### src/source/stream_pkg.sv
/*
 * Byte link widths, credit counts and FIFO sizing
 */
`default_nettype none

package stream_pkg;

	//////////////////////////////////////////////////
	// Data path
	//////////////////////////////////////////////////

	// One tape byte per link transfer
	localparam int BYTE_W = 8;
	// Image store address, 1024 bytes
	localparam int LOAD_AW = 10;

	//////////////////////////////////////////////////
	// Flow control
	//////////////////////////////////////////////////

	// FIFO entries, also the reader's starting credit
	localparam int FIFO_DEPTH = 4;
	// FIFO pointers, depth is a power of two so they wrap freely
	localparam int FIFO_AW = $clog2(FIFO_DEPTH);
	// Modulator holding register slots
	localparam int MOD_CREDITS = 1;
	// Credit counters and FIFO fill level, 0..FIFO_DEPTH
	localparam int CREDIT_W = $clog2(FIFO_DEPTH + 1);

endpackage

`default_nettype wire

### src/source/tape_format_pkg.sv
/*
 * Cassette framing constants and the FSK modulator state type
 */
`default_nettype none

package tape_format_pkg;

	//////////////////////////////////////////////////
	// FSK tone timing, in CLK_VIDEO cycles
	//////////////////////////////////////////////////

	// Half-period of the 1-bit tone
	localparam int SHORT_HALF = 16;
	// Half-period of the 0-bit tone, always twice the short one
	localparam int LONG_HALF = 2 * SHORT_HALF;
	// Half-period down-counter, must hold LONG_HALF-1
	localparam int HALF_W = $clog2(LONG_HALF);

	//////////////////////////////////////////////////
	// Byte framing
	//////////////////////////////////////////////////

	// Stop bits sent after the data bits
	localparam int STOP_BITS = 2;
	// Bit index inside the data and stop phases (0..7)
	localparam int BIT_CNT_W = 3;

	// Frame phases of the modulator
	typedef enum logic [1:0] {
		MOD_IDLE,
		MOD_START,
		MOD_DATA,
		MOD_STOP
	} mod_state_e;

endpackage

`default_nettype wire

### src/source/byte_link_if.sv
/*
 * Credit-based byte link between stream blocks
 */
`default_nettype none

interface byte_link_if
	import stream_pkg::*;
();

	// Byte present this cycle, receiver must take it
	logic              valid;
	logic [BYTE_W-1:0] data;
	// Final byte of the tape image
	logic              last;
	// Receiver freed one slot this cycle
	logic              credit;

	// Producer side, owns the credit counter
	modport sender (
		output valid,
		output data,
		output last,
		input  credit
	);

	// Consumer side, returns one credit per freed slot
	modport receiver (
		input  valid,
		input  data,
		input  last,
		output credit
	);

endinterface

`default_nettype wire

### src/source/fsk_modulator.sv
/*
 * Byte framing and FSK square-wave generation for the tape output
 */
`default_nettype none

module fsk_modulator
	import stream_pkg::*;
	import tape_format_pkg::*;
(
	input  logic          CLK_VIDEO,
	input  logic          reset,
	input  logic          rewind,
	input  logic          play,
	byte_link_if.receiver link,
	output logic          cas_out,
	output logic          done
);

	mod_state_e           state;

	// One-byte holding register fed by the link
	logic [BYTE_W-1:0]    hold_data;
	logic                 hold_last;
	logic                 hold_full;

	// Byte being framed, LSB goes out first
	logic [BYTE_W-1:0]    shift;
	logic                 frame_last;

	logic                 cur_bit;
	logic                 next_bit;
	logic [BIT_CNT_W-1:0] bit_cnt;
	// Cycles left in the current half-period
	logic [HALF_W-1:0]    half_cnt;
	// Half-period index inside the bit, 0..1 or 0..3
	logic [1:0]           half_num;

	logic                 half_end;
	logic                 bit_end;
	logic                 frame_end;
	logic                 take;

	// Half-period length minus one for a bit value
	function automatic logic [HALF_W-1:0] half_reload(input logic b);
		return b ? HALF_W'(SHORT_HALF - 1) : HALF_W'(LONG_HALF - 1);
	endfunction

	assign half_end  = (state != MOD_IDLE) && (half_cnt == '0);
	// 0 bit is two halves, 1 bit is four, both 2*LONG_HALF cycles
	assign bit_end   = half_end && (half_num == (cur_bit ? 2'd3 : 2'd1));
	assign frame_end = bit_end && (state == MOD_STOP)
		&& (bit_cnt == BIT_CNT_W'(STOP_BITS - 1));

	// New frame from idle or straight after the last stop bit
	assign take = ((state == MOD_IDLE) || frame_end) && play && hold_full;

	// Holding slot frees as the byte moves to the shifter
	assign link.credit = take;

	// Value of the bit after the current one ends
	always_comb begin
		case (state)
			MOD_START: next_bit = shift[0];
			MOD_DATA:  next_bit = (bit_cnt == BIT_CNT_W'(BYTE_W - 1)) ? 1'b1 : shift[1];
			default:   next_bit = 1'b1;
		endcase
	end

	//////////////////////////////////////////////////
	// Holding register and shifter
	//////////////////////////////////////////////////

	always_ff @(posedge CLK_VIDEO) begin
		if (reset || rewind) begin
			hold_full <= 1'b0;
		end else if (link.valid) begin
			hold_full <= 1'b1;
		end else if (take) begin
			hold_full <= 1'b0;
		end
	end

	always_ff @(posedge CLK_VIDEO) begin
		if (link.valid) begin
			hold_data <= link.data;
			hold_last <= link.last;
		end
		if (take) begin
			shift      <= hold_data;
			frame_last <= hold_last;
		end else if (bit_end && (state == MOD_DATA)) begin
			shift <= shift >> 1;
		end
	end

	//////////////////////////////////////////////////
	// Frame FSM and tone generator
	//////////////////////////////////////////////////

	always_ff @(posedge CLK_VIDEO) begin
		if (reset || rewind) begin
			state    <= MOD_IDLE;
			cas_out  <= 1'b0;
			done     <= 1'b0;
			cur_bit  <= 1'b0;
			bit_cnt  <= '0;
			half_cnt <= '0;
			half_num <= '0;
		end else begin
			if (frame_end && frame_last) begin
				done <= 1'b1;
			end
			if (take) begin
				// Start bit is a 0, each cycle opens with its high half
				state    <= MOD_START;
				cur_bit  <= 1'b0;
				bit_cnt  <= '0;
				half_num <= '0;
				half_cnt <= half_reload(1'b0);
				cas_out  <= 1'b1;
			end else if (frame_end) begin
				state   <= MOD_IDLE;
				cas_out <= 1'b0;
			end else if (bit_end) begin
				cur_bit  <= next_bit;
				half_num <= '0;
				half_cnt <= half_reload(next_bit);
				cas_out  <= 1'b1;
				case (state)
					MOD_START: begin
						state   <= MOD_DATA;
						bit_cnt <= '0;
					end
					MOD_DATA: begin
						if (bit_cnt == BIT_CNT_W'(BYTE_W - 1)) begin
							state   <= MOD_STOP;
							bit_cnt <= '0;
						end else begin
							bit_cnt <= bit_cnt + 1'b1;
						end
					end
					default: bit_cnt <= bit_cnt + 1'b1;
				endcase
			end else if (half_end) begin
				half_num <= half_num + 1'b1;
				half_cnt <= half_reload(cur_bit);
				cas_out  <= ~cas_out;
			end else if (state != MOD_IDLE) begin
				half_cnt <= half_cnt - 1'b1;
			end
		end
	end

endmodule

`default_nettype wire

### src/flat_wrapper.sv
// flat-port wrapper written by rule: the top's interface ports become plain ports
module fsk_modulator_flat import stream_pkg::*; import tape_format_pkg::*;
  (CLK_VIDEO, reset, rewind, play, cas_out, done, link_valid, link_data, link_last, link_credit);
  byte_link_if link_i ();
  input  logic CLK_VIDEO;
  input  logic reset;
  input  logic rewind;
  input  logic play;
  output logic cas_out;
  output logic done;
  input wire logic [$bits(link_i.valid)-1:0] link_valid;
  input wire logic [$bits(link_i.data)-1:0] link_data;
  input wire logic [$bits(link_i.last)-1:0] link_last;
  output wire logic [$bits(link_i.credit)-1:0] link_credit;
  assign link_i.valid = link_valid;
  assign link_i.data = link_data;
  assign link_i.last = link_last;
  assign link_credit = link_i.credit;
  fsk_modulator u_core (.CLK_VIDEO(CLK_VIDEO), .reset(reset), .rewind(rewind), .play(play), .link(link_i), .cas_out(cas_out), .done(done));
endmodule
### config.mk
export PLATFORM = sky130hd
export DESIGN_NAME = fsk_modulator_flat
export DESIGN_NICKNAME = d
export VERILOG_FILES = /design/src/source/stream_pkg.sv /design/src/source/tape_format_pkg.sv /design/src/source/byte_link_if.sv /design/src/source/fsk_modulator.sv /design/src/flat_wrapper.sv
export SDC_FILE = /design/constraint.sdc
export NUM_CORES = 1
export LEC_CHECK = 0
export ABC_AREA = 1
export CORE_UTILIZATION = 55
export CTS_CLUSTER_SIZE = 25
export DETAILED_ROUTE_END_ITERATION = 8
export DONT_BUFFER_PORTS = 1
export PLACE_DENSITY_LB_ADDON = 0.3
export SKIP_LAST_GASP = 1
export SYNTH_ARGS = -nofsm -noshare
export SYNTH_HDL_FRONTEND = slang
export SYNTH_SLANG_ARGS = --single-unit
export TNS_END_PERCENT = 20
### constraint.sdc
create_clock -name CLK_VIDEO -period 5.4 [get_ports CLK_VIDEO]
set_input_delay 1.08 -clock CLK_VIDEO [delete_from_list [all_inputs] [get_ports CLK_VIDEO]]
set_output_delay 1.08 -clock CLK_VIDEO [all_outputs]
set_load 0.01 [all_outputs]
==> impl_metrics.env <==
export IMPL_clock_latency_ns=0.33
export IMPL_cts_hold_buf=0
export IMPL_cts_root_buf="clkbuf_4"
export IMPL_arrival_ns=2.13
export IMPL_io_pins=17
export IMPL_crit_path_max_incr_delay_ns=0.39
export IMPL_drc_errors=0
export IMPL_grt_pass1_wl_um=4974
export IMPL_worstPathMaxFanout=18
export IMPL_rows=19
export IMPL_nNetsFinal=212
export IMPL_die_height_um=56.72
export IMPL_clockBufferDepth=2
export IMPL_avgSynthCellArea_um2=8.998
export IMPL_syn_inst=183
export IMPL_min_delay_start="u_core.hold_last"
export IMPL_hold_violations=0
export IMPL_setup_ws_ns=2.188
export IMPL_num_antenna_cells=0
export IMPL_htreeDepth=2
export IMPL_power_density_mw_per_mm2=259.5
export IMPL_ys_types=23
export IMPL_die_w_um=56.72
export IMPL_hold_class="reg2reg"
export IMPL_area_growth_pct=5.547
export IMPL_synth_top_area_share_pct=32.83
export IMPL_drt_vias_per_instance=5.195
export IMPL_syn_area_mm2=0.001647
export IMPL_ys_seq_area_share_pct=52.28
export IMPL_setup_worst_path_start_class="flop"
export IMPL_coreArea_mm2=0.002805
export IMPL_r2r_start="u_core.state[0]"
export IMPL_cts_setup_buffers=0
export IMPL_worst_path_max_delay_cell="dfxtp_1"
export IMPL_reg2reg_depth=9
export IMPL_leakage_nw=0.7235
export IMPL_grt_start_max_net_pins=19
export IMPL_setup_viol=0
export IMPL_rsz0062_at_grt="false"
export IMPL_path_clk_slew_ns=0.11
export IMPL_vias=1148
export IMPL_syn_nets=206
export IMPL_cts_resized_gates=0
export IMPL_slew_violations=0
export IMPL_cp_required_ns=4.32
export IMPL_timing_fmax_mhz=311.3
export IMPL_hold_depth=0
export IMPL_clock_sinks=34
export IMPL_port_buffers=0
export IMPL_die_area_mm2=0.003217
export IMPL_cp_common_cell="nand3_4"
export IMPL_netlist_top_cell_by_area="edfxtp_1"
export IMPL_grt_pass1_vias=1175
export IMPL_clock_skew_final_ns=0.01631
export IMPL_overflow=0
export IMPL_worstSetupPathType="reg2out"
export IMPL_routedWlPerCell_um=12.72
export IMPL_yosysWarnings=0
export IMPL_fin_crit_sh_pct=59.49
export IMPL_finalSetupTns_ns=0
export IMPL_tightest_slew_ns=1.089
export IMPL_cts_buffers=5
export IMPL_track_usage_pct=21.11
export IMPL_ys_seq_elements=34
export IMPL_place_hpwl_um=2198
export IMPL_drive_gt1_share_pct=11.58
export IMPL_synthTopCellsByArea="edfxtp_1 (33%), dfxtp_1 (19%), nand2_1 (10%), ha_1 (6.8%), nor2_1 (5.7%)"
export IMPL_post_place_ws_ns=2.562
export IMPL_antenna_found_initial=0
export IMPL_start_util_pct=58.70
export IMPL_max_cap_violations=0
export IMPL_status="completed"
export IMPL_crit_chain="inv_1, ha_1, nor2_1, nand2_1, nor2_4, nand3_4, nand2_4, nand3_4, inv_2"
export IMPL_ant_nets=0
export IMPL_drt_total_wl_um=2812
export IMPL_cts_tree="built"
export IMPL_worst_setup_path_end_kind="output pin"
export IMPL_holdPathEnd="u_core.frame_last"
export IMPL_gp_congestion=0.9010
export IMPL_r2r_slack_ns=2.64
export IMPL_dr_first_iter_drc_count=53
export IMPL_peakVddDrop_uv=159.9
export IMPL_slew_headroom_pct=26.63
export IMPL_fin_crit_ns=3.212
export IMPL_drt_pass1_iterations=5
export IMPL_reg2reg_to="u_core.shift[7]"
[cell families after synthesis]
logic type / after synthesis / share of synthesized area [%]
XOR/XNOR: 4 / 2.128
flip-flops: 34 / 52.28
AO/OA/AOI/OAI: 20 / 6.687
AND/OR/NAND/NOR: 88 / 25.23
adder cells (fa/ha/maj): 9 / 6.839
buffers and inverters: 28 / 6.839
[worst max-delay path: cells and delay by family (launching register included)]
kind                       cells  cell delay, ns
buffers and inverters          2            0.31
adders and majority gates      1            0.24
and+or+nand+nor                6            0.85
DFF                            1            0.39
[per-stage QoR]
stage | util [%] | area (um^2) | instances | hold slack [ns] | power (mW)
2_1_floorplan | - | 1647 | 183 | 0.4003 | 0.3072
4_1_cts | 61.95 | 1738 | 221 | 0.4414 | 0.4580
6_report | 61.95 | 1738 | 221 | 0.4416 | 0.4510
3_3_place_gp | 59.68 | 1674 | 213 | 0.4307 | 0.3119
3_5_place_dp | 59.68 | 1674 | 213 | 0.4170 | 0.3124
5_1_grt | 61.95 | 1738 | 221 | 0.4536 | 0.4699
[cell usage in the layout (no fill, tap or decap), drive strengths merged]
master and n:
o21bai 1, xor2 3, clkbuf 6, inv 27, nand3 12, clkinvlp 1
a31oi 1, ha 9, o21ai 11, xnor2 1, nor2 29, clkinv 1
a21oi 7, dfxtp 16, edfxtp 18, nand4 1, nor3 1, nand2 45
[cell usage after synthesis]
cell type,n
a21oi_1,7
a31oi_2,1
buf_6,1
dfxtp_1,16
edfxtp_1,18
ha_1,9
inv_1,22
inv_2,5
nand2_1,44
nand2_4,1
nand3_1,10
nand3_4,2
nand4_1,1
nor2_1,25
nor2_2,2
nor2_4,1
nor2_8,1
nor3_2,1
o21ai_0,9
o21ai_1,2
o21bai_1,1
xnor2_1,1
xor2_1,3
[registers in the layout (all words and copies together) (netlist names)]
signal	cells
u_core.cas_out	1
u_core.hold_full	1
u_core.hold_data	8
u_core.half_num	2
u_core.cur_bit	1
u_core.bit_cnt	3
u_core.shift	8
u_core.hold_last	1
u_core.state	2
u_core.half_cnt	5
u_core.done	1
u_core.frame_last	1
[routing by layer]
metal / vias up / track usage [%] / routed length [um] / share of wire (%)
li1: 594 / - / - / -
met1: 520 / 24.22 / 1221 / 43
met2: 26 / 34.35 / 1385 / 49
met3: 8 / 7.143 / 137 / 4.9
met4: 0 / 11.79 / 68 / 2.4
met5: - / 0 / 0 / 0
[report_power, final]
group / internal (mW) / total, mW / switching, mW / leakage, nW
combinational: 0.00716 / 0.0213 / 0.0142 / 0.391
clock: 0.0626 / 0.145 / 0.0821 / 0.0343
sequential: 0.281 / 0.285 / 0.00366 / 0.298
[worst max path at each step]
stage,slack (ns),start,cells past startpoint,end
6_report,2.19,u_core.state[0],9,link_credit
3_5_place_dp,2.56,u_core.state[0],9,link_credit
3_3_place_gp,2.73,u_core.state[0],9,link_credit
4_1_cts,2.16,u_core.state[0],9,link_credit
2_1_floorplan,2.91,u_core.state[0],9,link_credit
5_1_grt,1.98,u_core.state[0],9,link_credit
[layout make-up]
type	instances	area, um^2
fillers	238	1067
flip-flops and latches	34	860.8
multi-input cells	121	673.1
inverters	27	101.3
clock buffers	6	51.30
well taps	31	38.79
clock inverters	2	12.51
(Power assumes the default switching activity.)
