## src/source/stream_pkg.sv

```systemverilog
/*
 * Byte link widths, credit counts and FIFO sizing
 */
`default_nettype none

package stream_pkg;

	//////////////////////////////////////////////////
	// Data path
	//////////////////////////////////////////////////

	// One tape byte per link transfer
	localparam int BYTE_W = 8;
	// Image store address, 1024 bytes
	localparam int LOAD_AW = 10;

	//////////////////////////////////////////////////
	// Flow control
	//////////////////////////////////////////////////

	// FIFO entries, also the reader's starting credit
	localparam int FIFO_DEPTH = 4;
	// FIFO pointers, depth is a power of two so they wrap freely
	localparam int FIFO_AW = $clog2(FIFO_DEPTH);
	// Modulator holding register slots
	localparam int MOD_CREDITS = 1;
	// Credit counters and FIFO fill level, 0..FIFO_DEPTH
	localparam int CREDIT_W = $clog2(FIFO_DEPTH + 1);

endpackage

`default_nettype wire

```

## src/source/byte_link_if.sv

```systemverilog
/*
 * Credit-based byte link between stream blocks
 */
`default_nettype none

interface byte_link_if
	import stream_pkg::*;
();

	// Byte present this cycle, receiver must take it
	logic              valid;
	logic [BYTE_W-1:0] data;
	// Final byte of the tape image
	logic              last;
	// Receiver freed one slot this cycle
	logic              credit;

	// Producer side, owns the credit counter
	modport sender (
		output valid,
		output data,
		output last,
		input  credit
	);

	// Consumer side, returns one credit per freed slot
	modport receiver (
		input  valid,
		input  data,
		input  last,
		output credit
	);

endinterface

`default_nettype wire

```

## src/source/byte_fifo.sv

```systemverilog
/*
 * Credit-returning byte FIFO between the reader and the modulator
 */
`default_nettype none

module byte_fifo
	import stream_pkg::*;
(
	input  logic          CLK_VIDEO,
	input  logic          reset,
	input  logic          rewind,
	byte_link_if.receiver in_link,
	byte_link_if.sender   out_link
);

	// Circular buffer of bytes and their last flags
	logic [BYTE_W-1:0]   data_mem [FIFO_DEPTH];
	logic                last_mem [FIFO_DEPTH];

	logic [FIFO_AW-1:0]  wr_ptr;
	logic [FIFO_AW-1:0]  rd_ptr;
	// Fill level, 0..FIFO_DEPTH
	logic [CREDIT_W-1:0] count;
	// Credits held for the modulator link
	logic [CREDIT_W-1:0] out_credits;

	logic                send;

	// Head byte leaves whenever one is stored and a credit is held
	assign send = (count != '0) && (out_credits != '0);

	//////////////////////////////////////////////////
	// Storage
	//////////////////////////////////////////////////

	// Every valid is accepted, the upstream credit scheme keeps room
	always_ff @(posedge CLK_VIDEO) begin
		if (in_link.valid) begin
			data_mem[wr_ptr] <= in_link.data;
			last_mem[wr_ptr] <= in_link.last;
		end
	end

	//////////////////////////////////////////////////
	// Pointers and counters
	//////////////////////////////////////////////////

	always_ff @(posedge CLK_VIDEO) begin
		if (reset || rewind) begin
			wr_ptr      <= '0;
			rd_ptr      <= '0;
			count       <= '0;
			out_credits <= CREDIT_W'(MOD_CREDITS);
		end else begin
			if (in_link.valid) begin
				wr_ptr <= wr_ptr + 1'b1;
			end
			if (send) begin
				rd_ptr <= rd_ptr + 1'b1;
			end
			// Fill level
			case ({in_link.valid, send})
				2'b10:   count <= count + 1'b1;
				2'b01:   count <= count - 1'b1;
				default: count <= count;
			endcase
			// Downstream credits, spent on send, refilled by the modulator
			case ({send, out_link.credit})
				2'b10:   out_credits <= out_credits - 1'b1;
				2'b01:   out_credits <= out_credits + 1'b1;
				default: out_credits <= out_credits;
			endcase
		end
	end

	assign out_link.valid = send;
	assign out_link.data  = data_mem[rd_ptr];
	assign out_link.last  = last_mem[rd_ptr];

	// Slot freed the same cycle the byte leaves
	assign in_link.credit = send;

endmodule

`default_nettype wire

```

## src/flat_wrapper.sv

```systemverilog
// flat-port wrapper written by rule: the top's interface ports become plain ports
module byte_fifo_flat import stream_pkg::*;
  (CLK_VIDEO, reset, rewind, in_link_valid, in_link_data, in_link_last, in_link_credit, out_link_valid, out_link_data, out_link_last, out_link_credit);
  byte_link_if in_link_i ();
  byte_link_if out_link_i ();
  input  logic CLK_VIDEO;
  input  logic reset;
  input  logic rewind;
  input wire logic [$bits(in_link_i.valid)-1:0] in_link_valid;
  input wire logic [$bits(in_link_i.data)-1:0] in_link_data;
  input wire logic [$bits(in_link_i.last)-1:0] in_link_last;
  output wire logic [$bits(in_link_i.credit)-1:0] in_link_credit;
  output wire logic [$bits(out_link_i.valid)-1:0] out_link_valid;
  output wire logic [$bits(out_link_i.data)-1:0] out_link_data;
  output wire logic [$bits(out_link_i.last)-1:0] out_link_last;
  input wire logic [$bits(out_link_i.credit)-1:0] out_link_credit;
  assign in_link_i.valid = in_link_valid;
  assign in_link_i.data = in_link_data;
  assign in_link_i.last = in_link_last;
  assign in_link_credit = in_link_i.credit;
  assign out_link_valid = out_link_i.valid;
  assign out_link_data = out_link_i.data;
  assign out_link_last = out_link_i.last;
  assign out_link_i.credit = out_link_credit;
  byte_fifo u_core (.CLK_VIDEO(CLK_VIDEO), .reset(reset), .rewind(rewind), .in_link(in_link_i), .out_link(out_link_i));
endmodule
```

## config.mk

```make
export PLATFORM = sky130hd
export DESIGN_NAME = byte_fifo_flat
export DESIGN_NICKNAME = d
export VERILOG_FILES = /design/src/source/stream_pkg.sv /design/src/source/byte_link_if.sv /design/src/source/byte_fifo.sv /design/src/flat_wrapper.sv
export SDC_FILE = /design/constraint.sdc
export NUM_CORES = 1
export LEC_CHECK = 0
export ABC_AREA = 1
export BUFFER_PORTS_ARGS = -buffer_cell sky130_fd_sc_hd__buf_2
export CAP_MARGIN = 20
export CELL_PAD_IN_SITES_DETAIL_PLACEMENT = 1
export CELL_PAD_IN_SITES_GLOBAL_PLACEMENT = 2
export CORE_ASPECT_RATIO = 1.25
export CORE_MARGIN = 2
export CORE_UTILIZATION = 38
export CTS_CLUSTER_DIAMETER = 100
export DETAILED_ROUTE_END_ITERATION = 7
export GPL_TIMING_DRIVEN = 0
export PLACE_DENSITY = 0.81
export SYNTH_ARGS = -nofsm -noshare
export SYNTH_HDL_FRONTEND = slang
export SYNTH_SLANG_ARGS = --single-unit
```

## constraint.sdc

```tcl
create_clock -name CLK_VIDEO -period 2 [get_ports CLK_VIDEO]
set_clock_uncertainty 0.05 [all_clocks]
set_input_delay 0.3 -clock CLK_VIDEO [delete_from_list [all_inputs] [get_ports CLK_VIDEO]]
set_output_delay 0.3 -clock CLK_VIDEO [all_outputs]
set_load 0.05 [all_outputs]
```

==> results by stage, run 1 <==
Run status:
- The flow ran to the end, and the final reports show no timing, DRC or antenna violations.

CTS:
- The clock edge transition at the registers on the reported setup and hold paths is roughly 0.080 ns.
- TritonCTS built the clock tree.
- For this design, the sink count on the clock tree is between 40 and 50.
- The number of buffers inserted to repair setup after CTS is 0.
- The source-to-sink clock delay at the later pin of the worst-skew pair is between 0.2 and 0.3 ns.
- The maximum count of clock buffers along a single path is 2.
- In this run, CTS created clock tree buffers numbering 5.
- The number of H-tree levels is 2.
- The buffer cell driving the clock tree root is sky130_fd_sc_hd__clkbuf_8.

Final layout:
- In the final layout, flip-flops and latches occupy about 1300 um2.
- Summing all multi-input logic gate instances after layout gives about 640 um2.
- The finished cells cover around 2400 um2.
- Of the cells placed in the final design, the portion with a size suffix greater than 1 is 0.309.
- The repair_antennas step left the layout with diodes totalling 0.
- The post-synthesis to final-layout area growth is 13.4%.
- The net total in the final layout is approximately 230.
- The number of filler cells placed in the layout is between 500 and 600.
- The count of cells in the finished layout, fillers not included, comes to about 270.

Floorplan:
- The row count is 30.
- The die covers roughly 6000 um2.
- Measured along the y axis, the die boundary spans 87.1 um.
- The floorplan step set the die width to approximately 70 um.
- The core region is approximately 5400 um2.
- The effective utilization at floorplan is 0.391.
- The top-level I/O count is 25.

Synth:
- For this run, the number of Yosys warnings is 0.
- The cell type with the highest aggregate area in the netlist is sky130_fd_sc_hd__edfxtp_1.
- The unique cell type count in the Yosys netlist is 22.
- By area the synthesized netlist is led by sky130_fd_sc_hd__edfxtp_1 51%, sky130_fd_sc_hd__dfxtp_1 11%, sky130_fd_sc_hd__o22ai_2 5.4%, sky130_fd_sc_hd__o21ai_0 4.5%, sky130_fd_sc_hd__nand2_1 4.1%.
- The count of state elements after synthesis is 48.
- Averaged over all synthesized cells, the footprint is about 12 um2.
- The gate count of the mapped netlist is between 150 and 200.
- The synthesized netlist net count is 198.
- The fraction of the yosys area taken by sequential cells is 0.629.
- The share of the synthesized area in the top cell type is 0.515.
- The cell area that synthesis handed to floorplanning was roughly 2100 um2.

STA:
- For the finished layout, the period the worst path requires is between 1.5 and 2 ns.
- The number of failing hold endpoints at the final stage is 0.
- Hold timing on the final database bottoms out at a slack of ~0.17 ns.
- The total negative setup slack is 0 ns.
- Setup repair after global routing left no endpoint under its margin.
- The number of pins exceeding their max-slew limit in the final report is 0.
- The final setup violation count is 0.
- In this run the tightest slew margin relative to its limit is 0.710.
- In the finished design, the share of the clock period the worst path needs comes to 0.909.
- For the pin with the worst max-slew slack, the measured transition is 0.435 ns.
- The maximum frequency from static timing analysis is ~550 MHz.

Placement:
- The instance area after placement is approximately 2300 um2.
- The number of placed instances, taps included, is about 260.
- The placer congestion estimate is approximately 0.75.
- The count of input and output buffers is 24.
- The placed wire-length estimate is 3000 um.

Route:
- The violation count after the first detailed-routing iteration is 91.
- In the routed layout, each cell is associated on average with a via count of approximately 5.0.
- The total number of vias is between 1000 and 1500.
- The total length of routed wires is ~4200 um.
- The post-detailed-route count of antenna-violating nets is 0.
- In the routed design, unresolved DRC markers number 0.
- After detailed routing, the average wire length per cell comes to between 15 and 20 um.
- The number of iterations in the first detailed-routing pass is 4.

Global routing:
- The number of global-route vias before repair is around 1500.
- Across every metal layer, demand over resource in global routing totals 0.148.
- The maximum number of pins on one net before global-route repair is 14.
- Summed over all layers, the global routing overflow is 0.
- The first global-routing pass estimated roughly 6800 um of wire.
- The number of antenna violations at the first check in global routing is 0.

Critical path:
- The setup path with the least slack is of type register to register.
- Data on the critical path is required at its endpoint by ~2.1 ns.
- The type of element capturing the critical path is a register.
- Along the worst path, the maximum fanout reaches 4.
- STA classifies the critical path startpoint as a register.
- The arrival time at the worst endpoint is ~2.0 ns.

Power and ir drop:
- The post-layout total power is between 1.5 and 2 mW.
- The analysis attributes to cell leakage a power of roughly 0.93 nW.
- The power per unit of standard cell area is between 800 and 900 nW/um2.
- The peak supply drop is 0.000323 V.

Job:
- The tool flagged a number of max-cap violations equal to 0.

Min path:
- The class of the tightest hold or removal check is input port to register.
-- cells in the final DEF, fill, tap and decap left out, drive strengths merged --
cell,synthesis,routed
nand2,25,25
a21oi,6,6
ha,6,6
nor2,27,27
o21ai,21,21
o22ai,9,9
clkinv,0,1
clkbuf,0,6
edfxtp,36,36
a31oi,1,1
nand4,1,1
fa,2,2
inv,22,22
buf,4,28
nand3,4,4
dfxtp,12,12
-- cell type report --
cell class | instances | area share
flip-flops and latches | 48 | 0.555
multi-input cells | 102 | 0.269
repair buffers | 24 | 0.0504
inverters | 22 | 0.0378
well taps | 64 | 0.0336
clock buffers | 6 | 0.0305
plain buffers | 4 | 0.0210
clock inverters | 1 | 0.00210
-- state kept, by name, indices dropped and copies added (netlist names), named ones only --
name / cells
u_core.data_mem: 32
u_core.last_mem: 4
u_core.count: 3
u_core.out_credits: 3
u_core.rd_ptr: 2
u_core.wr_ptr: 2
-- through the flow --
| stage | setup WS, ns | utilization |
|---|---|---|
| CTS | 0.120 | 0.443 |
| finish | 0.183 | 0.444 |
| detailed placement | 0.165 | 0.428 |
| floorplan | 0.233 | - |
| global route | 0.00167 | 0.444 |
| global placement | 0.223 | 0.428 |
-- path summary, 6_finish.rpt --
kind / depth (start not counted) / endpoint / slack, ns / start
max: 10 / u_core.count[2] / 0.18 / u_core.out_credits[0]
min: 1 / u_core.last_mem[3] / 0.17 / in_link_last
max reg2reg: 10 / u_core.count[2] / 0.18 / u_core.out_credits[0]
min reg2reg: 2 / register / 0.45 / u_core.rd_ptr[1]
-- power breakdown --
group          switching [mW]  total, mW  internal [mW]
Combinational           0.226      0.323         0.0970
Clock                   0.295      0.533          0.238
Sequential             0.0165       1.12           1.10
Total                   0.538       1.98           1.44
-- Yosys cell counts --
master	instances
sky130_fd_sc_hd__inv_8	1
sky130_fd_sc_hd__o21ai_0	19
sky130_fd_sc_hd__o21ai_2	2
sky130_fd_sc_hd__a31oi_1	1
sky130_fd_sc_hd__buf_12	1
sky130_fd_sc_hd__o22ai_2	9
sky130_fd_sc_hd__ha_1	6
sky130_fd_sc_hd__nand2_1	23
sky130_fd_sc_hd__fa_1	2
sky130_fd_sc_hd__nor2_4	1
sky130_fd_sc_hd__buf_6	2
sky130_fd_sc_hd__inv_1	19
sky130_fd_sc_hd__inv_2	2
sky130_fd_sc_hd__dfxtp_1	12
sky130_fd_sc_hd__nand4_1	1
sky130_fd_sc_hd__nor2_1	15
sky130_fd_sc_hd__buf_4	1
sky130_fd_sc_hd__a21oi_1	6
sky130_fd_sc_hd__nand2_2	2
sky130_fd_sc_hd__edfxtp_1	36
sky130_fd_sc_hd__nand3_1	4
sky130_fd_sc_hd__nor2_2	11
-- per-layer routing --
metal | GRT usage | part of all wire
met1 | 0.146 | 0.38
met2 | 0.292 | 0.57
met3 | 0.0359 | 0.035
met4 | 0.0612 | 0.016
met5 | 0 | 0
-- timing repair --
item	CTS	global route
hold buffers	0	0
gates resized for setup	0	2
endpoints found under the setup margin	0	3
-- worst max-delay path, stage by stage, from the launching register on --
cell and delay (ns):
sky130_fd_sc_hd__dfxtp_1 0.35, sky130_fd_sc_hd__inv_1 0.11, sky130_fd_sc_hd__nand2_2 0.08, sky130_fd_sc_hd__nand2_2 0.10, sky130_fd_sc_hd__inv_2 0.06, sky130_fd_sc_hd__ha_1 0.24, sky130_fd_sc_hd__fa_1 0.40, sky130_fd_sc_hd__inv_1 0.07
sky130_fd_sc_hd__nand2_1 0.06, sky130_fd_sc_hd__a31oi_1 0.13, sky130_fd_sc_hd__nor2_1 0.05
-- cells by family after synthesis --
kind of cell,synth area share
flip-flops,0.629
AND/OR/NAND/NOR,0.125
adder cells (fa/ha/maj),0.0548
AO/OA/AOI/OAI,0.125
buffers and inverters,0.0667
Power figures use the tool's default switching activity.
==> run 2: changes to the inputs <==
Settings changed: RECOVER_POWER from default to 100.
==> run 2 against run 1 <==
Compared with the run above:
- clock power about the same
- worst setup slack got worse by 0.012 ns
- design area decreased by 0.58%
- via count decreased by 0.15%
- flip-flop and latch count unchanged
- register-to-register slack about the same
- critical path depth decreased by 4
- sequential power about the same
- hold slack improved by 0.045 ns
- fmax decreased by 0.68%
- sequential share of layout area increased by 0.32 points
- critical path type is now register to output port
- critical endpoint is now out_link_data[7]
- highest routed layer unchanged
==> results by stage, run 2 (same netlist as run 1, synthesis figures left out) <==
Route:
- The post-detailed-route count of antenna-violating nets was 0 (unchanged).
- The number of iterations in the first detailed-routing pass is 4 (unchanged).
- The routed via count divided by cell count came to 4.96 (-0.15%).
- The final routed wire length divided by cell count is 15.3 um (-0.31%).
- The DRC violation count after routing came to 0 (unchanged).
- The total length of routed wires was 4160 um (-0.31%).
- The violation count after the first detailed-routing iteration was 105 (+15%).
- The total number of vias is 1343 (-0.15%).

Global routing:
- The number of antenna violations at the first check in global routing came to 0 (unchanged).
- The met3 track utilization from global routing is 0.0359 (unchanged).
- The maximum number of pins on one net before global-route repair is 14 (unchanged).
- The global-route track usage on met2 is 0.292 (unchanged).
- The number of global-route vias before repair is 1499 (unchanged).
- The wire length of the first global-routing pass is 6840 um (unchanged).
- The overall overflow remaining after global route is 0 (unchanged).
- The global routing's busiest layer is met2.
- The global routing usage summed across all routing layers is 0.148 (unchanged).
- The met1 capacity usage during global routing is 0.146 (unchanged).

Run status:
- The flow ran to the end, and the final reports show no timing, DRC or antenna violations.

CTS:
- Clock tree synthesis selected as its root buffer the cell sky130_fd_sc_hd__clkbuf_8.
- The clock edge transition at the registers on the reported setup and hold paths was 0.08 ns (about the same).
- The number of CTS-inserted buffers is 5 (unchanged).
- The maximum count of clock buffers along a single path was 2 (unchanged).
- The number of sinks on the clock net is 48 (unchanged).
- The source-to-sink clock delay at the later pin of the worst-skew pair is 0.29 ns (about the same).
- The TritonCTS clock tree is yes.
- The hold-fix buffer count after cts was 0 (unchanged).
- The number of H-tree levels is 2 (unchanged).

STA:
- Setup repair after global routing left no endpoint under its margin.
- The final setup violation count came to 0 (unchanged).
- The final critical-path required period came to 1.83 ns (+0.0124 ns).
- The headroom to the max-slew limit is 0.712 (+0.00245).
- The total negative setup slack came to 0 ns (unchanged).
- The maximum frequency from static timing analysis is 546 MHz (-0.68%).
- The number of pins exceeding their max-slew limit in the final report is 0 (unchanged).
- The slew of the pin with the lowest slew margin is 0.431 ns (-0.00367 ns).
- The post-route clock period utilization came to 0.915 (+0.00620).
- The final setup slack of the worst path is 0.170 ns (-0.0124 ns).
- The number of failing hold endpoints at the final stage is 0 (unchanged).

Power and ir drop:
- The total leakage power came to 0.906 nW (-2.6%).
- The peak supply drop came to 0.000325 V (+0.60%).
- The power per unit of standard cell area is 833 nW/um2 (+0.28%).

Floorplan:
- The placeable core region is 5370 um2 (unchanged).
- The height of the die is 87.1 um (unchanged).
- The effective utilization at floorplan is 0.391 (unchanged).
- The x dimension of the die is 70.5 um (unchanged).
- The row count is 30 (unchanged).
- The area of the die is 6140 um2 (unchanged).
- The top-level I/O count was 25 (unchanged).

Final layout:
- The final design instance area without fill is 2370 um2 (-0.58%).
- The library cells used most frequently in the layout, excluding fill and tap cells, are 36 x sky130_fd_sc_hd__edfxtp_1, 22 x sky130_fd_sc_hd__nand2_1, 19 x sky130_fd_sc_hd__inv_1, 19 x sky130_fd_sc_hd__o21ai_0, 16 x sky130_fd_sc_hd__nor2_1.
- The net total in the final layout was 229 (unchanged).
- The post-synthesis to final-layout area growth is 12.8%.
- The library cell used most frequently in the layout, excluding fill and tap cells, is sky130_fd_sc_hd__edfxtp_1.
- The final standard cell utilization of the core is 0.441 (-0.00256).
- The largest registers in the layout are u_core.data_mem: 32 flops, u_core.last_mem: 4 flops.
- The flip-flop count of the largest register after layout is 32 (unchanged).
- The share of final-layout standard cells stronger than drive strength 1 is 0.261 (-0.0483).
- More flip-flops sit in one register than any other, and that register is u_core.data_mem.
- The count of inserted antenna diode cells is 0 (unchanged).

Placement:
- The placer congestion estimate is 0.753 (unchanged).
- The placed wire-length estimate is 3000 um (unchanged).
- The instance area after placement is 2300 um2 (unchanged).
- The count of input and output buffers is 24 (unchanged).
- The post-place setup slack is 0.165 ns (unchanged).

Critical path:
- The arrival time at the worst endpoint is 1.48 ns (-0.48 ns).
- The worst setup path is launched from a register.
- The required time at the worst-slack endpoint was 1.65 ns (-0.49 ns).
- STA classifies the critical path endpoint as an output port.
- The largest driver fanout on the critical path is 10 (+6).
- The worst setup path is of the register to output port kind.

Job:
- The count of maximum capacitance violations is 0 (unchanged).

Min path:
- The class of the tightest hold or removal check is input port to register.
run 2: changes by cell type in the layout (fill, tap and decap cells not counted):
cell                       delta
sky130_fd_sc_hd__clkbuf_2    +11
sky130_fd_sc_hd__nor2_2       -1
sky130_fd_sc_hd__clkbuf_1     +9
sky130_fd_sc_hd__buf_2       -20
sky130_fd_sc_hd__nor2_1       +1
run 2: power by group:
| part | switching (mW) | total (mW) | internal, mW |
|---|---|---|---|
| sequential | 0.0164 | 1.12 | 1.10 |
| combinational | 0.226 | 0.319 | 0.0932 |
| clock | 0.293 | 0.531 | 0.238 |
run 2: cell type report:
type | instances | area, um2
flip-flops and latches | 48 | 1320
clock inverters | 1 | 5.00
inverters | 22 | 90.1
well taps | 64 | 80.1
plain buffers | 4 | 50.0
repair buffers | 24 | 109
multi-input cells | 102 | 638
clock buffers | 6 | 72.6
fillers | 592 | 3000
run 2: worst paths after layout:
| path | from | endpoint | slack, ns | cells after the start |
|---|---|---|---|---|
| max reg2reg | u_core.out_credits[0] | u_core.count[2] | 0.19 | 10 |
| min | reset | u_core.out_credits[0] | 0.21 | 3 |
| min reg2reg | u_core.rd_ptr[1] | register | 0.45 | 2 |
| max | register | out_link_data[7] | 0.17 | 6 |
run 2: timing repair:
item	CTS	global route
endpoints found under the setup margin	0	3
setup buffers	0	0
endpoints found under the hold margin	0	0
resized for setup	0	2
run 2: metrics by stage:
step	power (mW)	hold WS (ns)	instances
6_report	1.97	0.211	271
5_1_grt	2.07	0.214	271
4_1_cts	2.00	0.159	271
3_5_place_dp	1.47	0.446	264
3_3_place_gp	1.45	0.439	264
2_1_floorplan	1.38	0.349	176
run 2: routing by layer:
metal	wire [um]	up-vias
li1	-	659
met1	1560	656
met2	2390	22
met3	144	6
met4	66	0
met5	0	-
run 2: worst max-delay path, cell delays in order, from the launching register on:
cell and delay (ns):
sky130_fd_sc_hd__dfxtp_1 0.32, sky130_fd_sc_hd__buf_6 0.15, sky130_fd_sc_hd__inv_8 0.08, sky130_fd_sc_hd__buf_12 0.14, sky130_fd_sc_hd__nor2_2 0.04, sky130_fd_sc_hd__o22ai_2 0.15
sky130_fd_sc_hd__clkbuf_2 0.30
